--- config.mk ---
export PLATFORM = sky130hd
export DESIGN_NAME = avl_bus_n21
export DESIGN_NICKNAME = d
export VERILOG_FILES = /design/src/source/avl_bus_pkg.sv /design/src/source/avl_out_if.sv /design/src/source/avl_bus_cmd_mux.sv /design/src/source/avl_bus_n21.sv /design/src/source/avl_bus_n21_arb.sv /design/src/source/avl_bus_priority_encoder.sv /design/src/source/avl_bus_rsp_route.sv
export VERILOG_INCLUDE_DIRS = /design/src /design/src/include
export SDC_FILE = /design/constraint.sdc
export NUM_CORES = 1
export LEC_CHECK = 0
export BUFFER_PORTS_ARGS = -buffer_cell sky130_fd_sc_hd__buf_2
export CORE_AREA = 2 2 135 137
export CTS_CLUSTER_DIAMETER = 60
export DETAILED_ROUTE_END_ITERATION = 6
export DIE_AREA = 0 0 137 139
export GPL_TIMING_DRIVEN = 0
export HOLD_SLACK_MARGIN = 0.06
export PLACE_DENSITY = 0.5
export SETUP_SLACK_MARGIN = 0.15
export SYNTH_ARGS = -nofsm -noshare
export SYNTH_HDL_FRONTEND = slang
export SYNTH_SLANG_ARGS = --single-unit
export TNS_END_PERCENT = 5
--- constraint.sdc ---
create_clock -name clk -period 8.41 [get_ports clk]
set_input_delay 1.682 -clock clk [delete_from_list [all_inputs] [get_ports clk]]
set_output_delay 1.682 -clock clk [all_outputs]
set_load 0.03 [all_outputs]
--- src/include/avl_bus_define.svh ---
`ifndef AVL_BUS_DEFINE_SVH
`define AVL_BUS_DEFINE_SVH

// longest burst a master may issue, counted in beats.
// the burst_count field carries the beats after the first one,
// so its width follows from this limit.
`define ALV_BURST_MAX_COUNT 8

`endif

--- src/source/avl_bus_pkg.sv ---
`include "avl_bus_define.svh"

package avl_bus_pkg;

  // number of masters sharing the slave.
  localparam int MASTER_NUM = 4;
  localparam int SEL_WIDTH = $clog2(MASTER_NUM); // bits of a master index.

  localparam int ADDR_WIDTH = 16; // byte address seen by the slave.
  localparam int DATA_WIDTH = 32; // one data word per beat.

  // follow-on beats of a burst fit in this many bits.
  localparam int BURST_WIDTH = $clog2(`ALV_BURST_MAX_COUNT);

  // reads the slave may hold before any of their data comes back.
  localparam int RSP_DEPTH = 8;
  localparam int RSP_PTR_WIDTH = $clog2(RSP_DEPTH); // index into the tag queue.
  localparam int RSP_CNT_WIDTH = RSP_PTR_WIDTH + 1; // occupancy, 0 to RSP_DEPTH.

  typedef logic [SEL_WIDTH-1:0] sel_t; // master index.
  typedef logic [ADDR_WIDTH-1:0] addr_t; // address.
  typedef logic [DATA_WIDTH-1:0] data_t; // data word.
  typedef logic [BURST_WIDTH-1:0] burst_t; // beats after the first.

  // one command beat as a master presents it.
  // read and write are levels, and at most one of them is set.
  typedef struct packed {
    logic read;
    logic write;
    logic begin_burst_transfer; // marks the first beat of a burst.
    burst_t burst_count; // beats that follow this one.
    addr_t address;
    data_t writedata;
  } avl_cmd_t;

endpackage

--- src/source/avl_out_if.sv ---
`timescale 1ns/1ps

// slave-side command path shared by the mux, the arbiter and the router.
interface avl_out_if;
  import avl_bus_pkg::*;

  avl_cmd_t cmd; // command of the granted master.
  logic request_ready; // slave ready, already gated for a full response queue.

  // the mux owns the command and sees ready.
  modport mux (output cmd, input request_ready);

  // the arbiter watches accepted beats to track bursts.
  modport arb (input cmd, input request_ready);

  // the router watches accepted reads to queue their tags.
  modport rsp (input cmd, input request_ready);

  // the top level joins both to its plain slave ports.
  modport top (output request_ready, input cmd);

endinterface

--- src/source/avl_bus_cmd_mux.sv ---
`timescale 1ns/1ps

module avl_bus_cmd_mux (
  input  avl_bus_pkg::sel_t                  sel,
  input  avl_bus_pkg::avl_cmd_t              m_cmd [avl_bus_pkg::MASTER_NUM],
  output logic [avl_bus_pkg::MASTER_NUM-1:0] m_ready,
  output logic [avl_bus_pkg::MASTER_NUM-1:0] request,
  avl_out_if.mux                             bus
);
  import avl_bus_pkg::*;

  // a master requests while it holds read or write.
  always_comb begin
    for (int k = 0; k < MASTER_NUM; k++) begin
      request[k] = m_cmd[k].read || m_cmd[k].write;
    end
  end

  // forward the granted command as it stands.
  // when the granted master is idle the strobes go low,
  // so no stray begin flag reaches the slave or the arbiter.
  always_comb begin
    bus.cmd = m_cmd[sel];
    if (!request[sel]) begin
      bus.cmd.read = 1'b0;
      bus.cmd.write = 1'b0;
      bus.cmd.begin_burst_transfer = 1'b0;
    end
  end

  // wait states go back to the granted master only.
  always_comb begin
    m_ready = '0;
    m_ready[sel] = bus.request_ready; // others see ready low.
  end

endmodule

--- src/source/avl_bus_n21.sv ---
`timescale 1ns/1ps

module avl_bus_n21 (
  input  logic                               clk,
  input  logic                               rest,
  input  logic [avl_bus_pkg::MASTER_NUM-1:0] m_read,
  input  logic [avl_bus_pkg::MASTER_NUM-1:0] m_write,
  input  logic [avl_bus_pkg::MASTER_NUM-1:0] m_begin_burst_transfer,
  input  avl_bus_pkg::burst_t                m_burst_count [avl_bus_pkg::MASTER_NUM],
  input  avl_bus_pkg::addr_t                 m_address [avl_bus_pkg::MASTER_NUM],
  input  avl_bus_pkg::data_t                 m_writedata [avl_bus_pkg::MASTER_NUM],
  output logic [avl_bus_pkg::MASTER_NUM-1:0] m_ready,
  output logic [avl_bus_pkg::MASTER_NUM-1:0] m_readdatavalid,
  output avl_bus_pkg::data_t                 m_readdata,
  output logic                               s_read,
  output logic                               s_write,
  output logic                               s_begin_burst_transfer,
  output avl_bus_pkg::burst_t                s_burst_count,
  output avl_bus_pkg::addr_t                 s_address,
  output avl_bus_pkg::data_t                 s_writedata,
  input  logic                               s_request_ready,
  input  logic                               s_readdatavalid,
  input  avl_bus_pkg::data_t                 s_readdata
);
  import avl_bus_pkg::*;

  avl_cmd_t m_cmd [MASTER_NUM]; // master fields gathered per master.
  logic [MASTER_NUM-1:0] request;
  sel_t sel;
  logic rsp_full; // tag queue cannot take another read.

  avl_out_if bus ();

  always_comb begin
    for (int k = 0; k < MASTER_NUM; k++) begin
      m_cmd[k].read = m_read[k];
      m_cmd[k].write = m_write[k];
      m_cmd[k].begin_burst_transfer = m_begin_burst_transfer[k];
      m_cmd[k].burst_count = m_burst_count[k];
      m_cmd[k].address = m_address[k];
      m_cmd[k].writedata = m_writedata[k];
    end
  end

  // a full tag queue refuses reads, both toward the masters and the slave.
  assign bus.request_ready = s_request_ready && !(rsp_full && bus.cmd.read);
  assign s_read = bus.cmd.read && !rsp_full; // the slave never takes an untracked read.
  assign s_write = bus.cmd.write;
  assign s_begin_burst_transfer = bus.cmd.begin_burst_transfer;
  assign s_burst_count = bus.cmd.burst_count;
  assign s_address = bus.cmd.address;
  assign s_writedata = bus.cmd.writedata;

  avl_bus_n21_arb u_arb (
    .clk     (clk),
    .rest    (rest),
    .request (request),
    .bus     (bus.arb),
    .sel     (sel)
  );

  avl_bus_cmd_mux u_mux (
    .sel     (sel),
    .m_cmd   (m_cmd),
    .m_ready (m_ready),
    .request (request),
    .bus     (bus.mux)
  );

  avl_bus_rsp_route u_rsp (
    .clk             (clk),
    .rest            (rest),
    .sel             (sel),
    .bus             (bus.rsp),
    .s_readdata      (s_readdata),
    .s_readdatavalid (s_readdatavalid),
    .m_readdata      (m_readdata),
    .m_readdatavalid (m_readdatavalid),
    .full            (rsp_full)
  );

endmodule

--- src/source/avl_bus_n21_arb.sv ---
`timescale 1ns/1ps

module avl_bus_n21_arb (
  input  logic                               clk,
  input  logic                               rest,
  input  logic [avl_bus_pkg::MASTER_NUM-1:0] request,
  avl_out_if.arb                             bus,
  output avl_bus_pkg::sel_t                  sel
);
  import avl_bus_pkg::*;

  logic [MASTER_NUM-1:0] rotated; // requests, starting after the last grant.
  sel_t enc_out; // position of the first requester in the rotated vector.
  sel_t rr_sel; // round-robin choice in real master numbering.
  sel_t last_sel; // master that finished the latest transfer.
  sel_t sel_buff; // grant held during a burst or a stall.
  burst_t burst_cnt; // follow-on beats still owed by the burst owner.
  logic stall_q; // a command waited on ready in the previous cycle.
  logic cmd_valid; // the granted master presents a beat.
  logic accept; // the slave takes the beat this cycle.
  logic burst_start; // accepted first beat of a multi-beat burst.
  logic xfer_end; // accepted beat closes a transfer.

  assign cmd_valid = bus.cmd.read || bus.cmd.write;
  assign accept = bus.request_ready && cmd_valid; // acceptance rule.

  // only a begin beat with a nonzero count opens a burst.
  assign burst_start = accept && (burst_cnt == '0) && bus.cmd.begin_burst_transfer &&
                       (bus.cmd.burst_count != '0);

  // a lone beat, or the last beat of a running burst, ends the transfer.
  assign xfer_end = accept && ((burst_cnt == burst_t'(1)) ||
                               ((burst_cnt == '0) && !burst_start));

  // rotate so that the master after last_sel lands on bit 0.
  always_comb begin
    for (int i = 0; i < MASTER_NUM; i++) begin
      rotated[i] = request[sel_t'(last_sel + sel_t'(i + 1))];
    end
  end

  avl_bus_priority_encoder u_enc (
    .in  (rotated),
    .out (enc_out)
  );

  // add the rotation offset back; sel_t wraps modulo the master count.
  assign rr_sel = enc_out + last_sel + sel_t'(1);

  // the grant is frozen while a burst runs or a beat waits on ready.
  assign sel = ((burst_cnt != '0) || stall_q) ? sel_buff : rr_sel;

  always_ff @(posedge clk or negedge rest) begin
    if (!rest) begin
      burst_cnt <= '0;
      sel_buff <= '0;
      stall_q <= 1'b0;
    end else begin
      stall_q <= cmd_valid && !bus.request_ready; // back-pressure holds the grant.
      if (cmd_valid) begin
        sel_buff <= sel; // keep whoever currently drives the bus.
      end
      if (burst_start) begin
        burst_cnt <= bus.cmd.burst_count;
      end else if (accept && (burst_cnt != '0)) begin
        burst_cnt <= burst_cnt - burst_t'(1); // one follow-on beat done.
      end
    end
  end

  // reset to the top index so master 0 is served first.
  always_ff @(posedge clk or negedge rest) begin
    if (!rest) begin
      last_sel <= sel_t'(MASTER_NUM - 1);
    end else if (xfer_end) begin
      last_sel <= sel;
    end
  end

endmodule

--- src/source/avl_bus_priority_encoder.sv ---
`timescale 1ns/1ps

module avl_bus_priority_encoder (
  input  logic [avl_bus_pkg::MASTER_NUM-1:0] in,
  output avl_bus_pkg::sel_t                  out
);
  import avl_bus_pkg::*;

  // the lowest set bit wins.
  // scanning from the top down lets the last hit be the lowest one.
  always_comb begin
    out = '0; // no bit set gives index zero.
    for (int i = MASTER_NUM - 1; i >= 0; i--) begin
      if (in[i]) begin
        out = sel_t'(i);
      end
    end
  end

endmodule

--- src/source/avl_bus_rsp_route.sv ---
`timescale 1ns/1ps

module avl_bus_rsp_route (
  input  logic                               clk,
  input  logic                               rest,
  input  avl_bus_pkg::sel_t                  sel,
  avl_out_if.rsp                             bus,
  input  avl_bus_pkg::data_t                 s_readdata,
  input  logic                               s_readdatavalid,
  output avl_bus_pkg::data_t                 m_readdata,
  output logic [avl_bus_pkg::MASTER_NUM-1:0] m_readdatavalid,
  output logic                               full
);
  import avl_bus_pkg::*;

  sel_t tag_mem [RSP_DEPTH]; // issuing master of each outstanding read.
  logic [RSP_PTR_WIDTH-1:0] wr_ptr;
  logic [RSP_PTR_WIDTH-1:0] rd_ptr;
  logic [RSP_CNT_WIDTH-1:0] count; // reads still waiting for data.
  logic push; // an accepted read this cycle.
  sel_t head; // owner of the next read datum.

  assign push = bus.request_ready && bus.cmd.read;
  assign full = (count == RSP_CNT_WIDTH'(RSP_DEPTH));

  // with an empty queue the data may come back in the accepting cycle,
  // so the head then comes straight from the grant.
  assign head = (count == '0) ? sel : tag_mem[rd_ptr];

  assign m_readdata = s_readdata; // every master sees the data, valid picks one.

  always_comb begin
    m_readdatavalid = '0;
    m_readdatavalid[head] = s_readdatavalid;
  end

  // the granted index goes into the slot at the write pointer when a read is accepted.
  always_ff @(posedge clk) begin
    if (push) begin
      tag_mem[wr_ptr] <= sel;
    end
  end

  always_ff @(posedge clk or negedge rest) begin
    if (!rest) begin
      wr_ptr <= '0;
      rd_ptr <= '0;
      count <= '0;
    end else begin
      if (push) begin
        wr_ptr <= wr_ptr + 1'b1; // wraps at RSP_DEPTH.
      end
      if (s_readdatavalid) begin
        rd_ptr <= rd_ptr + 1'b1;
      end
      count <= count + RSP_CNT_WIDTH'(push) - RSP_CNT_WIDTH'(s_readdatavalid);
    end
  end

endmodule

==> results.cfg <==
[route]
wl_mm = 19.4
vias = 5423
drtIter0Drc = 326
viasPerCell = 4.73
drc = 0
postRouteAntennaNets = 0
firstDrtPassIters = 5
avgRoutedWirePerCell_um = 16.9

[cells_and_area]
utilization_pct = 34.6
final_common_cell = buf_2
drive_above_1_share_pct = 41.1
n_antenna_cell = 0
fin_nets = 1181
most-common-layout-cells = buf_2, nand2_1, a31oi_1
area_delta_synth_final_pct = 49.5

[power_and_ir_drop]
p_per_area_nw_per_um2 = 485
max-vdd-ir-drop_mv = 0.177
p_leak_nw = 3.27

[timing]
rsz0062_at_grt = no
worst_pin_slew_ps = 787
max_slew_margin_pct = 47.6
layout_min_cycle_time_ps = 7580
hold_viol = 0
fin_skew_ps = 4.23
fin_crit_sh_pct = 90.1
tns_ps = 0
slew_violations = 0
fmax_mhz = 132
setup_viol = 0

[clock_network]
cts_root_buf = clkbuf_16
ctsLongestPathBuffers = 2
cts_buffers = 5
clk_pin_slew_ps = 50
clkLatencyLatePin_ps = 280
post_cts_buffers = 0
ctsResizeCount = 0
htreeDepth = 2
cts_hold_buf = 0
cts_tree = built
clock_sinks = 34

[synthesis]
syn_inst = 596
yosysWarnings = 0
ys_seq_area_share_pct = 22.8
postSynthAreaPerCell_um2 = 6.86
synth_nets = 861
synthFlopType = edfxtp_1
yosysUniqueCellTypes = 62
netlist_area_um2 = 4090
ys_ff_latch = 34
async_reset_ff_share_pct = 52.9
synth-edff-count = 16

[grt]
grt_pass1_wl_mm = 28.9
antenna_found_initial = 5
grt_pass1_vias = 5137
grt_overflow = 0
grt_use_total_pct = 19.4
grt_max_degree = 19

[floorplan]
core_um2 = 17700
io_pins = 346
die_h_um = 139
start_util_pct = 23.2
dieArea_um2 = 19000
dieWidth_um = 137
rows = 49

[status]
outcome = completed

[worst_hold_path]
hp-class = flip-flop to flip-flop
min_delay_path_depth = 1

[critical_path]
critical_path_peak_fanout = 10
worstSetupEndpointType = output port
reg2reg_slack_ps = 3890
crit_path_start_kind = input pin
worstPathRequired_ps = 6730
critical_path_class = input pin to output port
worstPathArrival_ps = 5890
worst_r2r_path_depth = 14

[placed_design]
numPortBuffers = 313
dp_hpwl_mm = 16.2
gp_congestion = 0.877

[flow_run]
cap_violations = 0
==> path summary, 6_finish.rpt <==
path | startpoint | to
worst max-delay path | m_write[2] | s_address[5]
worst min-delay path | u_rsp.wr_ptr[0] | u_rsp.wr_ptr[0]
worst max register to register | u_arb.last_sel[0] | u_arb.last_sel[1]
worst min register to register | u_rsp.wr_ptr[0] | u_rsp.wr_ptr[0]
max in group asynchronous | rest | u_arb.last_sel[0]
min in group asynchronous | rest | u_rsp.count[1]
==> where the power goes <==
| part | internal, mW | switching, mW | total, mW |
|---|---|---|---|
| clock | 0.140 | 0.0695 | 0.209 |
| sequential | 0.252 | 0.0446 | 0.297 |
| combinational | 0.749 | 1.71 | 2.46 |
| total | 1.14 | 1.82 | 2.96 |
==> cell type report <==
| cell class | instances | area (um^2) |
|---|---|---|
| Fill cell | 2013 | 11500 |
| Multi-Input combinational cell | 468 | 2670 |
| Timing Repair Buffer | 313 | 1570 |
| Sequential cell | 34 | 933 |
| Buffer | 73 | 404 |
| Tap cell | 229 | 287 |
| Clock buffer | 5 | 125 |
| Inverter | 21 | 81.3 |
| Clock inverter | 3 | 45.0 |
==> per-layer routing <==
metal / wire length (um) / track usage [%] / vias to the layer above
li1: - / - / 2697
met1: 8390 / 26.1 / 2494
met5: 49 / 0 / -
met3: 1260 / 4.09 / 26
met2: 9410 / 32.0 / 198
met4: 257 / 3.85 / 8
==> worst max-delay path: stages <==
cell	delay (ps)
buf_2	120
nor2_2	270
nor3_1	90
a311o_1	330
a221oi_1	300
ha_1	330
nor4b_1	650
a21oi_2	150
inv_2	200
clkbuf_1	500
clkbuf_1	560
nand2_1	110
and3_1	180
a31oi_1	160
buf_2	230
==> sequential cells by signal (all words and copies together), names as in the netlist <==
signal and flops:
u_arb.burst_cnt 3, u_arb.last_sel 2, u_rsp.tag_mem 16, u_rsp.wr_ptr 3, u_arb.sel_buff 2, u_rsp.count 4
u_arb.stall_q 1, u_rsp.rd_ptr 3
==> kinds of logic after synthesis <==
kind of cell / count (synthesis) / share of synthesized area [%]
XOR/XNOR: 6 / 1.29
AO/OA/AOI/OAI: 101 / 16.5
adder cells (fa/ha/maj): 13 / 4.16
AND/OR/NAND/NOR: 323 / 35.4
multiplexers: 25 / 8.02
buffers and inverters: 94 / 11.9
flip-flops: 34 / 22.8
==> Yosys cell counts (all sizes together) (3+ instances only) <==
master  count  area (um^2)
a21oi      10         53.8
a31oi      54          338
and3       53          332
buf        37          269
clkbuf     36          135
dfrtp      16          400
edfxtp     16          480
ha         12          150
inv        21         81.3
mux2        6         71.3
mux2i      14          144
mux4        5          113
nand2     215          807
nand3       6         30.0
nor2       19         73.8
nor3        8         40.0
nor3b       3         22.5
nor4        4         31.3
nor4b       3         26.3
o21a        3         22.5
o21ai       8         40.0
o22ai       3         18.8
o311ai      3         26.3
o31a        3         26.3
o31ai       4         30.0
xnor2       3         26.3
xor2        3         26.3
==> stage by stage <==
step                      instances  power [mW]  area, um^2  hold slack (ps)  setup slack (ps)
after global routing           1146        3.20        6110              525               527
after detailed placement       1138        2.78        5940              504               710
after global placement         1138        2.78        5940              501               710
final                          1146        2.96        6110              509               835
after CTS                      1146        3.00        6110              514               746
after floorplan                 596        1.99        4090              473              1840
Power figures use the tool's default switching activity.
